--- src/common/decoder_settings.svh ---
`ifndef DECODER_SETTINGS_SVH
`define DECODER_SETTINGS_SVH

`define WORD_W 32 // program word and datum
`define REG_ADDR_W 5 // register number
`define OPCODE_W 7
`define COND_W 4
`define FLAGS_W 4 // flag write mask
`define ALU_OP_W 8
`define MEM_OP_W 4
`define WB_OP_W 4

`define BRANCH_DELAY 3 // words skipped after a branch
`define REG_PC 31
`define REG_LR 29

`define OPC_MSB 31 // instruction word layout
`define OPC_LSB 25
`define COND_MSB 24
`define COND_LSB 21
`define FA_MSB 20
`define FA_LSB 16
`define FB_MSB 15
`define FB_LSB 11
`define FC_MSB 10
`define FC_LSB 6
`define FD_MSB 5
`define FD_LSB 1
`define IMM_MSB 5 // overlaps field d
`define IMM_LSB 4

`endif

--- src/common/decoder_pkg.sv ---
`include "decoder_settings.svh"

package decoder_pkg;

	typedef logic [`WORD_W-1:0] word_t;
	typedef logic [`REG_ADDR_W-1:0] reg_addr_t;
	typedef logic [`COND_W-1:0] cond_t;
	typedef logic [`FLAGS_W-1:0] flags_t;
	typedef logic [1:0] read_mask_t; // bit0 first port, bit1 second

	typedef enum logic [`OPCODE_W-1:0] {
		OP_NOP = 0, OP_OR, OP_NOR, OP_AND, OP_NAND, OP_INV, OP_XOR, OP_XNOR, // logic
		OP_LSL, OP_LSR, OP_ASR, OP_ASL, OP_CSR, OP_CSL, // shifts, rotates
		OP_ADD, OP_SUB, OP_MULL, OP_MULH, OP_MUL, OP_CSG, OP_INC, OP_DEC,
		OP_CMP, OP_CMN, OP_TST,
		OP_BR, OP_RBR, OP_BRL, OP_RET, // branches
		OP_LDR, OP_STR, OP_IN, OP_OUT, // memory and system
		OP_MOVS, OP_MOV
	} opcode_e;

	typedef enum logic [`ALU_OP_W-1:0] {
		ALU_NOP = 'h00,
		ALU_ADD = 'h01,
		ALU_SUB = 'h02,
		ALU_CPL = 'h03, // sign change
		ALU_MUL = 'h04,
		ALU_SHR = 'h05,
		ALU_SHL = 'h06,
		ALU_SAR = 'h07,
		ALU_SAL = 'h08,
		ALU_ROR = 'h09,
		ALU_ROL = 'h0A,
		ALU_NOT = 'h0B,
		ALU_AND = 'h0C,
		ALU_OR = 'h0D,
		ALU_XOR = 'h0E,
		ALU_NAND = 'h0F,
		ALU_NOR = 'h10,
		ALU_XNOR = 'h11
	} alu_op_e;

	typedef enum logic [`MEM_OP_W-1:0] {
		MEM_NONE = 'h0,
		MEM_PASS = 'h1, // result passes through
		MEM_READ = 'h2,
		MEM_WRITE = 'h5,
		MEM_SYS_READ = 'h8,
		MEM_SYS_WRITE = 'hB
	} mem_op_e;

	typedef enum logic [`WB_OP_W-1:0] {
		WB_NONE = 'h0,
		WB_FIRST = 'h1, // a1 only
		WB_HIGH = 'h4, // upper product half to a1
		WB_BOTH = 'h7
	} wb_op_e;

	// low two bits are the word's immediate action, bit2 steers to memory
	typedef enum logic [2:0] {
		IMM_NONE = 3'b000,
		IMM_B = 3'b001,
		IMM_A = 3'b010,
		IMM_AB = 3'b011, // a first, then b
		IMM_M1 = 3'b101,
		IMM_M2 = 3'b110,
		IMM_M21 = 3'b111 // m_a2 first, then m_a1
	} imm_op_e;

	typedef enum logic [1:0] {
		SEQ_DECODE,
		SEQ_IMM,
		SEQ_DELAY
	} seq_state_e;

endpackage

--- src/decode/opcode_table.sv ---
`timescale 1ns/1ps
`include "decoder_settings.svh"

module opcode_table import decoder_pkg::*; (
	input word_t word,
	output alu_op_e alu_op,
	output cond_t cond,
	output flags_t write_flags,
	output logic is_cond,
	output mem_op_e m_r1_op,
	output mem_op_e m_r2_op,
	output wb_op_e r_op,
	output reg_addr_t r_a1,
	output reg_addr_t r_a2,
	output reg_addr_t rd1_addr,
	output reg_addr_t rd2_addr,
	output read_mask_t read_mask,
	output logic a_from_file,
	output logic b_from_file,
	output logic m1_from_file,
	output logic force_b_one,
	output imm_op_e imm_op,
	output logic is_branch,
	output logic legal
);

	logic [`OPCODE_W-1:0] op_raw;
	opcode_e op;
	reg_addr_t fa, fb, fc, fd;
	logic [1:0] act; // immediate action after masking
	logic mem_route; // r1 feeds m_a1 instead of e_a
	logic single; // reads field a only
	logic no_b_imm;
	logic no_imm;

	assign op_raw = word[`OPC_MSB:`OPC_LSB];
	assign op = opcode_e'(op_raw);
	assign fa = word[`FA_MSB:`FA_LSB];
	assign fb = word[`FB_MSB:`FB_LSB];
	assign fc = word[`FC_MSB:`FC_LSB];
	assign fd = word[`FD_MSB:`FD_LSB];
	assign legal = (op_raw <= OP_MOV); // 35..127 undefined

	always_comb begin
		alu_op = ALU_NOP; // defaults fit a register-form op
		cond = word[`COND_MSB:`COND_LSB];
		write_flags = (op_raw >= OP_OR && op_raw <= OP_TST) ? '1 : '0;
		is_cond = 1'b1;
		m_r1_op = MEM_PASS;
		m_r2_op = MEM_PASS;
		r_op = WB_FIRST;
		r_a1 = fc;
		r_a2 = '0;
		rd1_addr = fa;
		rd2_addr = fb;
		read_mask = 2'b11;
		mem_route = 1'b0;
		single = 1'b0;
		no_b_imm = 1'b0;
		no_imm = 1'b0;
		force_b_one = 1'b0;
		is_branch = 1'b0;
		case (op)
			OP_NOP: begin
				cond = '0; // bundle stays all zero
				is_cond = 1'b0;
				m_r1_op = MEM_NONE;
				m_r2_op = MEM_NONE;
				r_op = WB_NONE;
				r_a1 = '0;
				rd1_addr = '0;
				rd2_addr = '0;
				read_mask = 2'b00;
				no_imm = 1'b1;
			end
			OP_OR: alu_op = ALU_OR;
			OP_NOR: alu_op = ALU_NOR;
			OP_AND: alu_op = ALU_AND;
			OP_NAND: alu_op = ALU_NAND;
			OP_INV: begin
				alu_op = ALU_NOT;
				single = 1'b1;
			end
			OP_XOR: alu_op = ALU_XOR;
			OP_XNOR: alu_op = ALU_XNOR;
			OP_LSL: alu_op = ALU_SHL;
			OP_LSR: alu_op = ALU_SHR;
			OP_ASR: alu_op = ALU_SAR;
			OP_ASL: alu_op = ALU_SAL;
			OP_CSR: alu_op = ALU_ROR;
			OP_CSL: alu_op = ALU_ROL;
			OP_ADD: alu_op = ALU_ADD;
			OP_SUB: alu_op = ALU_SUB;
			OP_MULL: alu_op = ALU_MUL; // low half
			OP_MULH: begin
				alu_op = ALU_MUL;
				r_op = WB_HIGH;
			end
			OP_MUL: begin
				alu_op = ALU_MUL; // full product to c and d
				r_op = WB_BOTH;
				r_a2 = fd;
				no_imm = 1'b1; // d field holds a register
			end
			OP_CSG: begin
				alu_op = ALU_CPL;
				single = 1'b1;
			end
			OP_INC, OP_DEC: begin
				alu_op = (op == OP_INC) ? ALU_ADD : ALU_SUB;
				single = 1'b1;
				force_b_one = 1'b1;
			end
			OP_CMP, OP_CMN, OP_TST: begin
				alu_op = (op == OP_CMP) ? ALU_SUB : (op == OP_CMN) ? ALU_ADD : ALU_AND;
				r_op = WB_NONE; // flags only
				r_a1 = '0;
			end
			OP_BR: begin
				single = 1'b1; // target from a
				is_branch = 1'b1;
				r_a1 = reg_addr_t'(`REG_PC);
			end
			OP_RBR: begin
				alu_op = ALU_ADD; // pc + a
				is_branch = 1'b1;
				no_b_imm = 1'b1;
				r_a1 = reg_addr_t'(`REG_PC);
				rd1_addr = reg_addr_t'(`REG_PC);
				rd2_addr = fa;
			end
			OP_BRL: begin
				is_branch = 1'b1;
				no_b_imm = 1'b1;
				r_op = WB_BOTH; // old pc lands in lr
				r_a1 = reg_addr_t'(`REG_PC);
				r_a2 = reg_addr_t'(`REG_LR);
				rd2_addr = reg_addr_t'(`REG_PC);
			end
			OP_RET: begin
				single = 1'b1;
				is_branch = 1'b1;
				no_imm = 1'b1;
				r_a1 = reg_addr_t'(`REG_PC);
				rd1_addr = reg_addr_t'(`REG_LR);
			end
			OP_LDR, OP_IN: begin
				m_r1_op = (op == OP_LDR) ? MEM_READ : MEM_SYS_READ;
				mem_route = 1'b1;
				single = 1'b1;
			end
			OP_STR, OP_OUT: begin
				m_r2_op = (op == OP_STR) ? MEM_WRITE : MEM_SYS_WRITE; // data from b
				mem_route = 1'b1;
				r_op = WB_NONE;
				r_a1 = '0;
			end
			OP_MOVS: single = 1'b1;
			OP_MOV: begin
				r_op = WB_BOTH; // a,b to c,d
				r_a2 = fd;
				no_imm = 1'b1;
			end
			default: no_imm = 1'b1; // consumed as one word
		endcase
		if (single) begin
			read_mask = 2'b01;
			rd2_addr = '0;
		end
		act = word[`IMM_MSB:`IMM_LSB];
		if (single || no_b_imm)
			act[0] = 1'b0; // b never takes an immediate
		if (no_imm)
			act = 2'b00;
		imm_op = (act == 2'b00) ? IMM_NONE : imm_op_e'({mem_route, act});
		a_from_file = read_mask[0] && !mem_route;
		b_from_file = read_mask[1];
		m1_from_file = read_mask[0] && mem_route;
	end

endmodule

--- src/decode/issue_sequencer.sv ---
`timescale 1ns/1ps
`include "decoder_settings.svh"

module issue_sequencer import decoder_pkg::*; (
	input logic rst, // clock
	input logic clk, // async active-high reset
	input alu_op_e alu_op,
	input cond_t cond,
	input flags_t write_flags,
	input logic is_cond,
	input mem_op_e mem1_op,
	input mem_op_e mem2_op,
	input wb_op_e wb_op,
	input reg_addr_t wb_a1,
	input reg_addr_t wb_a2,
	input reg_addr_t rd1_addr,
	input reg_addr_t rd2_addr,
	input read_mask_t read_mask,
	input imm_op_e imm_op,
	input logic is_branch,
	input logic legal,
	output alu_op_e e_alu_op,
	output cond_t e_cond,
	output flags_t e_write_flags,
	output logic e_is_cond,
	output mem_op_e m_r1_op,
	output mem_op_e m_r2_op,
	output wb_op_e r_op,
	output reg_addr_t r_a1,
	output reg_addr_t r_a2,
	output reg_addr_t r_r1_addr,
	output reg_addr_t r_r2_addr,
	output read_mask_t r_read,
	output logic issue_valid,
	output logic d_pcincr,
	output logic decode_en,
	output logic load_a,
	output logic load_b,
	output logic load_m1,
	output logic load_m2
);

	localparam int CNT_W = $clog2(`BRANCH_DELAY + 2); // holds 2 imms or delay-1

	seq_state_e state_q, state_d;
	logic [CNT_W-1:0] count_q, count_d; // imms or delay words left
	imm_op_e imm_q, imm_d; // steering of the next immediate
	logic branch_q, branch_d;
	logic issue_d;
	alu_op_e alu_q;
	cond_t cond_q;
	flags_t flags_q;
	logic is_cond_q;
	mem_op_e mem1_q, mem2_q;
	wb_op_e wb_q;
	reg_addr_t wb_a1_q, wb_a2_q, rd1_q, rd2_q;
	read_mask_t read_q;

	function automatic logic [CNT_W-1:0] imm_words(imm_op_e op);
		case (op)
			IMM_NONE: imm_words = '0;
			IMM_AB, IMM_M21: imm_words = CNT_W'(2);
			default: imm_words = CNT_W'(1);
		endcase
	endfunction

	assign decode_en = (state_q == SEQ_DECODE) && legal;
	assign load_a = (state_q == SEQ_IMM) && (imm_q == IMM_A || imm_q == IMM_AB);
	assign load_b = (state_q == SEQ_IMM) && (imm_q == IMM_B);
	assign load_m1 = (state_q == SEQ_IMM) && (imm_q == IMM_M1);
	assign load_m2 = (state_q == SEQ_IMM) && (imm_q == IMM_M2 || imm_q == IMM_M21);

	always_comb begin
		state_d = state_q;
		count_d = count_q;
		imm_d = imm_q;
		branch_d = branch_q;
		issue_d = 1'b0;
		case (state_q)
			SEQ_DECODE: if (legal) begin
				branch_d = is_branch;
				imm_d = imm_op;
				if (imm_op != IMM_NONE) begin
					state_d = SEQ_IMM;
					count_d = imm_words(imm_op);
				end else begin
					issue_d = 1'b1; // single-word insn
					if (is_branch) begin
						state_d = SEQ_DELAY;
						count_d = CNT_W'(`BRANCH_DELAY - 1);
					end
				end
			end
			SEQ_IMM: begin
				count_d = count_q - 1'b1;
				if (imm_q == IMM_AB)
					imm_d = IMM_B; // second word goes to b
				else if (imm_q == IMM_M21)
					imm_d = IMM_M1;
				if (count_q == CNT_W'(1)) begin
					issue_d = 1'b1; // last immediate
					state_d = branch_q ? SEQ_DELAY : SEQ_DECODE;
					if (branch_q)
						count_d = CNT_W'(`BRANCH_DELAY - 1);
				end
			end
			SEQ_DELAY: begin
				if (count_q == '0)
					state_d = SEQ_DECODE; // resume on next word
				else
					count_d = count_q - 1'b1;
			end
			default: state_d = SEQ_DECODE;
		endcase
	end

	always_ff @(posedge rst or posedge clk) begin
		if (clk) begin
			state_q <= SEQ_DECODE;
			count_q <= '0;
			imm_q <= IMM_NONE;
			branch_q <= 1'b0;
			issue_valid <= 1'b0;
			d_pcincr <= 1'b0;
		end else begin
			state_q <= state_d;
			count_q <= count_d;
			imm_q <= imm_d;
			branch_q <= branch_d;
			issue_valid <= issue_d;
			d_pcincr <= (state_d != SEQ_DELAY); // no fetch in branch shadow
		end
	end

	// held from the opcode word until issue
	always_ff @(posedge rst) begin
		if (decode_en) begin
			alu_q <= alu_op;
			cond_q <= cond;
			flags_q <= write_flags;
			is_cond_q <= is_cond;
			mem1_q <= mem1_op;
			mem2_q <= mem2_op;
			wb_q <= wb_op;
			wb_a1_q <= wb_a1;
			wb_a2_q <= wb_a2;
			rd1_q <= rd1_addr;
			rd2_q <= rd2_addr;
			read_q <= read_mask;
		end
	end

	assign e_alu_op = issue_valid ? alu_q : ALU_NOP; // bubble is all zero
	assign e_cond = issue_valid ? cond_q : '0;
	assign e_write_flags = issue_valid ? flags_q : '0;
	assign e_is_cond = issue_valid && is_cond_q;
	assign m_r1_op = issue_valid ? mem1_q : MEM_NONE;
	assign m_r2_op = issue_valid ? mem2_q : MEM_NONE;
	assign r_op = issue_valid ? wb_q : WB_NONE;
	assign r_a1 = issue_valid ? wb_a1_q : '0;
	assign r_a2 = issue_valid ? wb_a2_q : '0;
	assign r_r1_addr = issue_valid ? rd1_q : '0;
	assign r_r2_addr = issue_valid ? rd2_q : '0;
	assign r_read = issue_valid ? read_q : '0;

	// strobes only while immediates remain
	a_load_only_pending: assert property (@(posedge rst) disable iff (clk)
		(load_a || load_b || load_m1 || load_m2) |-> (count_q != '0));

	// only the branch itself issues in its first shadow cycle
	a_no_issue_in_delay: assert property (@(posedge rst) disable iff (clk)
		(state_q == SEQ_DELAY && $past(state_q) == SEQ_DELAY) |-> !issue_valid);

endmodule

--- src/decode/operand_select.sv ---
`timescale 1ns/1ps

module operand_select import decoder_pkg::*; (
	input logic rst, // clock
	input logic clk, // async reset
	input word_t word,
	input word_t r1,
	input word_t r2,
	input logic decode_en,
	input logic load_a,
	input logic load_b,
	input logic load_m1,
	input logic load_m2,
	input logic issue_valid,
	input logic a_from_file,
	input logic b_from_file,
	input logic m1_from_file,
	input logic force_b_one,
	output word_t e_a,
	output word_t e_b,
	output word_t m_a1,
	output word_t m_a2
);

	logic a_file_q, b_file_q, m1_file_q; // operand comes from register file
	logic force_q;
	word_t imm_a, imm_b, imm_m1, imm_m2;

	always_ff @(posedge rst or posedge clk) begin
		if (clk) begin
			a_file_q <= 1'b0;
			b_file_q <= 1'b0;
			m1_file_q <= 1'b0;
			force_q <= 1'b0;
		end else if (decode_en) begin
			a_file_q <= a_from_file;
			b_file_q <= b_from_file;
			m1_file_q <= m1_from_file;
			force_q <= force_b_one;
		end else begin
			if (load_a)
				a_file_q <= 1'b0; // immediate overrides file
			if (load_b)
				b_file_q <= 1'b0;
			if (load_m1)
				m1_file_q <= 1'b0;
		end
	end

	always_ff @(posedge rst) begin
		if (decode_en) begin
			imm_a <= '0; // unused slots read as zero
			imm_b <= '0;
			imm_m1 <= '0;
			imm_m2 <= '0;
		end else begin
			if (load_a)
				imm_a <= word;
			if (load_b)
				imm_b <= word;
			if (load_m1)
				imm_m1 <= word;
			if (load_m2)
				imm_m2 <= word;
		end
	end

	assign e_a = !issue_valid ? '0 : a_file_q ? r1 : imm_a;
	assign e_b = !issue_valid ? '0 : force_q ? word_t'(1) : b_file_q ? r2 : imm_b; // inc, dec
	assign m_a1 = !issue_valid ? '0 : m1_file_q ? r1 : imm_m1;
	assign m_a2 = issue_valid ? imm_m2 : '0; // immediate only

	// one immediate word per cycle
	a_one_load: assert property (@(posedge rst) disable iff (clk)
		$onehot0({load_a, load_b, load_m1, load_m2}));

endmodule

--- src/source/insn_decoder.sv ---
`timescale 1ns/1ps

module insn_decoder import decoder_pkg::*; (
	input logic rst, // clock
	input logic clk, // async reset
	input word_t word, // insn or immediate from program memory
	input word_t r1, // register file answers, same cycle
	input word_t r2,
	output word_t e_a,
	output word_t e_b,
	output alu_op_e e_alu_op,
	output logic e_is_cond,
	output cond_t e_cond,
	output flags_t e_write_flags,
	output word_t m_a1,
	output word_t m_a2,
	output mem_op_e m_r1_op,
	output mem_op_e m_r2_op,
	output reg_addr_t r_a1,
	output reg_addr_t r_a2,
	output wb_op_e r_op,
	output reg_addr_t r_r1_addr,
	output reg_addr_t r_r2_addr,
	output read_mask_t r_read,
	output logic d_pcincr, // fetch request
	output logic issue_valid
);

	alu_op_e dec_alu_op;
	cond_t dec_cond;
	flags_t dec_flags;
	logic dec_is_cond;
	mem_op_e dec_m1_op, dec_m2_op;
	wb_op_e dec_wb_op;
	reg_addr_t dec_wb_a1, dec_wb_a2, dec_rd1, dec_rd2;
	read_mask_t dec_read;
	logic dec_a_file, dec_b_file, dec_m1_file, dec_force_b;
	imm_op_e dec_imm_op;
	logic dec_branch, dec_legal;
	logic decode_en;
	logic load_a, load_b, load_m1, load_m2;

	opcode_table u_table (
		.word(word), .alu_op(dec_alu_op), .cond(dec_cond), .write_flags(dec_flags),
		.is_cond(dec_is_cond), .m_r1_op(dec_m1_op), .m_r2_op(dec_m2_op),
		.r_op(dec_wb_op), .r_a1(dec_wb_a1), .r_a2(dec_wb_a2),
		.rd1_addr(dec_rd1), .rd2_addr(dec_rd2), .read_mask(dec_read),
		.a_from_file(dec_a_file), .b_from_file(dec_b_file), .m1_from_file(dec_m1_file),
		.force_b_one(dec_force_b), .imm_op(dec_imm_op), .is_branch(dec_branch),
		.legal(dec_legal)
	);

	issue_sequencer u_seq (
		.rst(rst), .clk(clk),
		.alu_op(dec_alu_op), .cond(dec_cond), .write_flags(dec_flags),
		.is_cond(dec_is_cond), .mem1_op(dec_m1_op), .mem2_op(dec_m2_op),
		.wb_op(dec_wb_op), .wb_a1(dec_wb_a1), .wb_a2(dec_wb_a2),
		.rd1_addr(dec_rd1), .rd2_addr(dec_rd2), .read_mask(dec_read),
		.imm_op(dec_imm_op), .is_branch(dec_branch), .legal(dec_legal),
		.e_alu_op(e_alu_op), .e_cond(e_cond), .e_write_flags(e_write_flags),
		.e_is_cond(e_is_cond), .m_r1_op(m_r1_op), .m_r2_op(m_r2_op),
		.r_op(r_op), .r_a1(r_a1), .r_a2(r_a2),
		.r_r1_addr(r_r1_addr), .r_r2_addr(r_r2_addr), .r_read(r_read),
		.issue_valid(issue_valid), .d_pcincr(d_pcincr), .decode_en(decode_en),
		.load_a(load_a), .load_b(load_b), .load_m1(load_m1), .load_m2(load_m2)
	);

	operand_select u_opsel (
		.rst(rst), .clk(clk), .word(word), .r1(r1), .r2(r2),
		.decode_en(decode_en), .load_a(load_a), .load_b(load_b),
		.load_m1(load_m1), .load_m2(load_m2), .issue_valid(issue_valid),
		.a_from_file(dec_a_file), .b_from_file(dec_b_file),
		.m1_from_file(dec_m1_file), .force_b_one(dec_force_b),
		.e_a(e_a), .e_b(e_b), .m_a1(m_a1), .m_a2(m_a2)
	);

endmodule

--- config.mk ---
export PLATFORM = sky130hd
export DESIGN_NAME = insn_decoder
export DESIGN_NICKNAME = d
export VERILOG_FILES = /design/src/common/decoder_pkg.sv /design/src/decode/opcode_table.sv /design/src/decode/issue_sequencer.sv /design/src/decode/operand_select.sv /design/src/source/insn_decoder.sv
export VERILOG_INCLUDE_DIRS = /design/src /design/src/common
export SDC_FILE = /design/constraint.sdc
export NUM_CORES = 1
export LEC_CHECK = 0
export BUFFER_PORTS_ARGS = -buffer_cell sky130_fd_sc_hd__buf_2
export CAP_MARGIN = 30
export CELL_PAD_IN_SITES_DETAIL_PLACEMENT = 1
export CELL_PAD_IN_SITES_GLOBAL_PLACEMENT = 2
export CORE_ASPECT_RATIO = 2
export CORE_MARGIN = 2
export CORE_UTILIZATION = 27
export CTS_BUF_LIST = sky130_fd_sc_hd__clkbuf_4 sky130_fd_sc_hd__clkbuf_8 sky130_fd_sc_hd__clkbuf_16
export CTS_CLUSTER_SIZE = 14
export DETAILED_ROUTE_END_ITERATION = 6
export PLACE_DENSITY_LB_ADDON = 0.1
export SYNTH_ARGS = -nofsm -noshare
export SYNTH_HDL_FRONTEND = slang
export SYNTH_SLANG_ARGS = --single-unit
--- constraint.sdc ---
create_clock -name rst -period 3 [get_ports rst]
set_input_delay 0.15 -clock rst [delete_from_list [all_inputs] [get_ports rst]]
set_output_delay 0.15 -clock rst [all_outputs]
set_load 0.1 [all_outputs]
### Word level (Yosys, flattened, before mapping)

Cells that the tools add are included.

| storage, ports and cells | value |
|---|---|
| bits in registers | 194 |

| operators by class | value |
|---|---|
| order comparisons | 3 |
| $add $sub $neg | 1 |
| muxes and demuxes | 73 |
| eq/ne operators | 50 |
| reduce and logical (&&, ||, !) cells | 42 |

Operators by type and width:

| cell | count |
|---|---|
| 32-bit 2-to-1 mux | 8 |
| 8-bit one-hot mux with 19 select lines | 1 |
| 7-bit by 5-bit == test with 1-bit output (second input constant) | 16 |
| 7-bit by 4-bit == test with 1-bit output (second input constant) | 8 |
| 4-bit 2-to-1 mux | 9 |
| 31-bit OR reduction | 1 |
| 3-bit 2-to-1 mux | 10 |
| 5-bit one-hot mux with 3 select lines | 2 |
| 7-bit by 3-bit == test with 1-bit output (second input constant) | 4 |
| 2-bit 2-to-1 mux | 11 |
| 7-bit by 6-bit == test with 1-bit output (second input constant) | 3 |
| 5-bit 2-to-1 mux | 4 |
| 5-bit one-hot mux with 2 select lines | 2 |
| 3-bit one-hot mux with 3 select lines | 2 |
| 1-bit 2-to-1 mux | 16 |
| 8-bit 2-to-1 mux | 2 |
| 4-bit one-hot mux with 2 select lines | 2 |
| 7-bit by 2-bit == test with 1-bit output (second input constant) | 2 |
| 2-bit OR reduction | 7 |
| 3-bit == test (second input constant) | 4 |
| 3-bit by 2-bit == test with 1-bit output (second input constant) | 3 |
| 1-bit logical AND | 9 |
| 3-bit OR reduction | 3 |
| 9-bit OR reduction | 1 |
| 28 further kinds | 39 |

### Longest topological paths before layout

| depth | value |
|---|---|
| word-level depth | 14 |
| gate-level depth with buffers | 10 |
| depth with buffers taken out | 9 |

### Modules after synthesis

From an unflattened synthesis, not the netlist that was laid out.

| second synthesis, totals | value |
|---|---|
| cell total of the unflattened synthesis | 1038 |
| area total of the unflattened synthesis | 10382.5 sq um |

By module, submodules not included:

| module | seq. area each (sq um) | area an instance (sq um) | instances | cells each |
|---|---|---|---|---|
| operand_select | 2662.6 | 6551.3 | 1 | 677 |
| issue_sequencer | 1806.7 | 2627.5 | 1 | 183 |
| opcode_table | 0.0 | 1203.7 | 1 | 178 |

### Least setup slack after synthesis

OpenSTA, ideal clock, no wires.

| timing | value |
|---|---|
| kind | register -> output |
| from | register u_seq.issue_valid |
| to | output e_a[22] |
| required time | 2.850 ns |
| buffers on the path | 2 |
| stages on the path, launching flop included | 4 |
| setup slack | -0.028 ns |
| arrival time | 2.878 ns |
| cells stage by stage | dfrtp_1 clkbuf_1 clkbuf_1 nor2b_1 |

| on the way | value |
|---|---|
| longest elaborated chain between the ends | 1 |

Ends and longest elaborated chain:

| what | RTL line | source |
|---|---|---|
| start: declaration | issue_sequencer.sv:34 | `output logic issue_valid,` |
| start signal: assignment | issue_sequencer.sv:130 | `issue_valid <= issue_d;` |
| 32-bit 2-to-1 mux | operand_select.sv:68 | `assign e_a = !issue_valid ? '0 : a_file_q ? r1 : imm_a;` |
| end: declaration | insn_decoder.sv:9 | `output word_t e_a,` |

Every way passes these cells.

### Worst setup path after layout

| timing | value |
|---|---|
| from | register u_seq.issue_valid |
| to | output e_b[19] |

| on the way | value |
|---|---|
| longest elaborated chain between the ends | 1 |

Ends and longest elaborated chain:

| what | RTL line | source |
|---|---|---|
| 32-bit 2-to-1 mux | operand_select.sv:69 | `assign e_b = !issue_valid ? '0 : force_q ? word_t'(1) : b_file_q ? r2 : imm_b;` |
| end: declaration | insn_decoder.sv:10 | `output word_t e_b,` |

Every way passes these cells.

==> reports/summary.md <==
The flow ran to the end, and the final reports show no timing, DRC or antenna violations. The setup slack of the most critical reg-to-reg path was 730 ps. The largest individual stage delay along the critical path comes from the cell sky130_fd_sc_hd__dfrtp_4. Dividing the detail-routed wire length by the instance count gives 21.03 µm. For the portion of total power attributed to combinational logic, the log shows 42.4%.

The peak per-stage delay on the critical path is 610 ps. The type of the tightest min-delay check is in -> reg. The tools report the data required time of the worst path as 2850 ps. The data arrival time at the worst-slack endpoint is 2330 ps.

In this run the deepest clock path goes through 2 buffers. After detailed routing, the number of remaining DRC violations is 0. In this run, synthesis produced a sequential element count of 185.

Following the worst setup path forward leads to its endpoint at e_b[19]. The setup path with the least slack is of type reg -> out. For the final database, setup skew stands at 13.14 ps. The initial antenna violation count came out at 3. Static timing analysis puts the maximum clock frequency at 402.5 MHz. Clock-pin slew was measured on the worst setup and hold paths at 70 ps. The sequential-to-total area share from yosys stat was 43.34%; the HPWL after detailed placement was 29.01 mm. The worst register-to-register path ends at u_opsel.imm_b[29]$_SDFFE_PP0P_. The count of input and output buffers came out at 273. The critical path launch point type was a flop. Timing analysis after detailed placement gives a worst setup slack of 277.2 ps. The worst path needs 2485 ps of the cycle, external delays included. The run gives 0 as the number of max-slew violations in the final report. The detailed router finished its first iteration with 383 violations.

The hold violation count in the final report was 0; the width of the die was 137.9 µm. The number of detailed-route iterations in the first pass came out at 4. Setup repair after global routing left no endpoint under its margin.

Setup slack on the critical path of the routed design comes to 515.4 ps. In the synthesized netlist the async set-or-reset flop fraction comes to 8.108%. The tools report the type of destination of the critical path as a primary output. The final total negative setup slack was 0 ps. Tracing the worst setup path back leads to its startpoint at u_seq.issue_valid$_DFF_PP0_. The logs give 34.48% for the utilization after layout and 4 for the number of levels the H-tree was split into. In this run the static leakage power is 5.284 nW. In this run switching power makes up 46.03% of total power. The post-synthesis area per instance came out at 8.323 µm². The startpoint of the lowest-slack register-to-register path was u_seq.state_q[1]$_DFF_PP0_. The fraction of layout cells with a size suffix above 1 is 28.51%. Worst-skew pair later-pin latency: 460 ps. The first global-routing pass estimated 57.75 mm of wire. The total routing usage reported by global routing was 20.99%. The final weighted congestion in routability-driven placement was 0.8181. The most used flip-flop cell after synthesis is sky130_fd_sc_hd__dfxtp_1. Number of global-route vias before repair: 9205. In this run the core area contains 98 standard-cell rows.

After technology mapping, the gate count stands at 1164. Traced cell by cell, the critical path runs through nand2b_2 > nor2_1 > buf_2. The synthesized cell area was 0.009688 mm²; the top fanout value on the critical path was 31. The internal power of the cells totals 0.005019 W. After layout, the design draws a total of 0.009300 W. The residual antenna-violating net count after detailed routing came out at 0. The routed layout has 8971 vias. The run gives 0 as the max-cap violation count. After filler insertion, the fill cell instance count of the layout stands at 4288. The number of cells on the worst reg-to-reg path works out to 6. Dividing total power by cell area gives a power density of 758.4 mW/mm². Aggregate global routing overflow: 0. The number of buffers added by the clock tree synthesis step was 17; the count of cell types in the netlist was 59. After the last flow step, the layout net total stands at 1503. For the proportion of power drawn by flip-flops and latches, the log shows 33.7%.

Of the available clock period, the critical path in the final layout requires 82.82%. The count of endpoints failing setup in the final report is 0. The tree built by TritonCTS fans out to 185 sinks. The layout-stage area growth over the synthesis result was 26.57%.

TritonCTS built the clock tree. CTS placed an instance of sky130_fd_sc_hd__clkbuf_16 at the clock tree root. 279 I/O pins were placed. The proportion of power drawn by the clock network is 23.8%, and the area of the die is 0.03751 mm². For this run, the number of Yosys warnings is 0.

The die is 271.9 µm tall. The slew at the pin closest to its max-slew limit works out to 877.5 ps. The analysis attributes to net switching a power of 0.004280 W. Hold is met by 19.69 ps. The run gives 0.03556 mm² as the core box area.

The final layout contains routed wiring with a total length of 39.15 mm. In the routed layout, each cell is associated on average with a via count of 4.818. The largest vdd supply drop was 0.0004526 V. For this configuration, the core starts out at a cell density of 27.24%. The synthesized design contains 42 enable-type register cells. The run gives 41.43% as the headroom to the max-slew limit. The run gives 75 as the pin count of the biggest net entering global routing.
-- metrics by stage --
step           area (µm²)  cells
5_1_grt             12260   1862
3_5_place_dp        11590   1818
3_3_place_gp        11590   1817
6_report            12260   1862
2_1_floorplan        9791   1168
4_1_cts             12260   1860
-- logic make-up after synthesis --
group | after synthesis | share of synthesized area (%)
xor+xnor | 3 | 0.2713
compound gates | 213 | 12.86
fa+ha+maj | 8 | 1.033
buf+inv | 122 | 5.566
other cells | 1 | 0.03871
flops | 185 | 43.34
mux | 102 | 10.62
simple gates | 530 | 26.27
-- synthesized netlist by cell type (3+ instances only) --
library cell,n,area (µm²)
sky130_fd_sc_hd__a21o_1,13,97.59
sky130_fd_sc_hd__a21oi_1,145,725.7
sky130_fd_sc_hd__a22oi_1,6,45.04
sky130_fd_sc_hd__a32o_1,3,30.03
sky130_fd_sc_hd__a41oi_1,3,26.28
sky130_fd_sc_hd__and2_1,76,475.5
sky130_fd_sc_hd__and3_1,4,25.02
sky130_fd_sc_hd__buf_1,3,11.26
sky130_fd_sc_hd__buf_2,26,130.1
sky130_fd_sc_hd__buf_4,13,97.59
sky130_fd_sc_hd__clkbuf_1,61,229.0
sky130_fd_sc_hd__dfrtp_1,15,375.4
sky130_fd_sc_hd__dfxtp_1,128,2562
sky130_fd_sc_hd__edfxtp_1,42,1261
sky130_fd_sc_hd__ha_1,8,100.1
sky130_fd_sc_hd__inv_1,17,63.81
sky130_fd_sc_hd__mux2i_1,99,991.0
sky130_fd_sc_hd__nand2_1,282,1059
sky130_fd_sc_hd__nand2b_1,13,81.33
sky130_fd_sc_hd__nand3_1,6,30.03
sky130_fd_sc_hd__nand3b_1,3,22.52
sky130_fd_sc_hd__nor2_1,46,172.7
sky130_fd_sc_hd__nor2b_1,72,450.4
sky130_fd_sc_hd__nor3_1,8,40.04
sky130_fd_sc_hd__o21ai_0,13,65.06
sky130_fd_sc_hd__o22a_1,3,26.28
sky130_fd_sc_hd__o22ai_1,7,43.79
sky130_fd_sc_hd__o31ai_1,3,22.52
sky130_fd_sc_hd__or2_2,3,18.77
-- cell usage in the layout (no fill, tap or decap), types with 6 or more instances in the layout --
master / count
sky130_fd_sc_hd__inv_1: 17
sky130_fd_sc_hd__a21oi_1: 145
sky130_fd_sc_hd__and2_1: 76
sky130_fd_sc_hd__a22oi_1: 6
sky130_fd_sc_hd__o21ai_0: 13
sky130_fd_sc_hd__edfxtp_1: 42
sky130_fd_sc_hd__dfxtp_1: 128
sky130_fd_sc_hd__ha_1: 8
sky130_fd_sc_hd__nand2_1: 282
sky130_fd_sc_hd__a21o_1: 13
sky130_fd_sc_hd__buf_2: 274
sky130_fd_sc_hd__buf_4: 23
sky130_fd_sc_hd__o22ai_1: 7
sky130_fd_sc_hd__nand2b_1: 11
sky130_fd_sc_hd__nor2b_1: 37
sky130_fd_sc_hd__nor3_1: 8
sky130_fd_sc_hd__dlygate4sd3_1: 10
sky130_fd_sc_hd__mux2i_1: 99
sky130_fd_sc_hd__nor2b_2: 35
sky130_fd_sc_hd__nor2_1: 44
sky130_fd_sc_hd__clkbuf_16: 18
sky130_fd_sc_hd__dfrtp_1: 11
sky130_fd_sc_hd__buf_12: 6
-- layout make-up --
type	instances	area [µm²]	share of cell area [%]
diodes	2	5.005	0.04082
clock buffers	18	450.4	3.673
clock inverters	14	112.6	0.9184
inverters	19	76.32	0.6224
multi-input cells	861	5084	41.46
flip-flops and latches	185	4207	34.31
well taps	450	563.0	4.592
repair buffers	313	1764	14.39
-- power groups by stage --
stage | logic (W) | registers [W] | clock network, W
3_5_place_dp | 0.00398 | 0.00320 | 0
5_1_grt | 0.00419 | 0.00317 | 0.00236
6_report | 0.00395 | 0.00314 | 0.00222
4_1_cts | 0.00401 | 0.00315 | 0.00228
3_3_place_gp | 0.00396 | 0.00319 | 0
2_1_floorplan | 0.00322 | 0.00300 | 0
-- registers in the layout, indices dropped and copies added (netlist names), 4 cells and up --
| name | cells |
|---|---|
| u_seq.cond_q | 4 |
| u_seq.wb_a2_q | 5 |
| u_opsel.imm_a | 32 |
| u_opsel.imm_m2 | 32 |
| u_seq.alu_q | 5 |
| u_seq.rd1_q | 5 |
| u_opsel.imm_b | 32 |
| u_seq.wb_a1_q | 5 |
| u_opsel.imm_m1 | 32 |
| u_seq.rd2_q | 5 |
-- routing by layer --
metal	wire length, µm	vias to the layer above	share of wire [%]	GRT usage (%)
met2	21470	208	55	39.29
li1	-	4335	-	-
met3	1424	55	3.6	3.313
met5	16	-	0.041	0
met1	14870	4371	38	22.85
met4	1372	2	3.5	8.593
-- worst max-delay path: cells and delay by family (launching register included) --
kind          cells  cell delay, ps
flops             1             610
buf+inv           1             450
simple gates      2             790
-- worst min-delay path by stage --
| stage | startpoint | endpoint | slack, ps | depth (start not counted) |
|---|---|---|---|---|
| 2_1_floorplan | clk | u_opsel.a_file_q$_DFFE_PP0P_ | 50 | 1 |
| 3_3_place_gp | clk | u_seq.d_pcincr$_DFF_PP0_ | 270 | 2 |
| 3_5_place_dp | clk | u_seq.d_pcincr$_DFF_PP0_ | 280 | 2 |
| 4_1_cts | word[21] | u_opsel.imm_b[21]$_SDFFE_PP0P_ | 1 | 3 |
| 5_1_grt | word[21] | u_opsel.imm_a[21]$_SDFFE_PP0P_ | 20 | 3 |
| 6_report | word[21] | u_opsel.imm_b[21]$_SDFFE_PP0P_ | 20 | 3 |
-- timing repair --
item,in CTS,in global routing
resized for setup,0,0
hold endpoints to repair,48,0
buffers inserted,0,0
hold buffers,10,0
(Power assumes the default switching activity.)
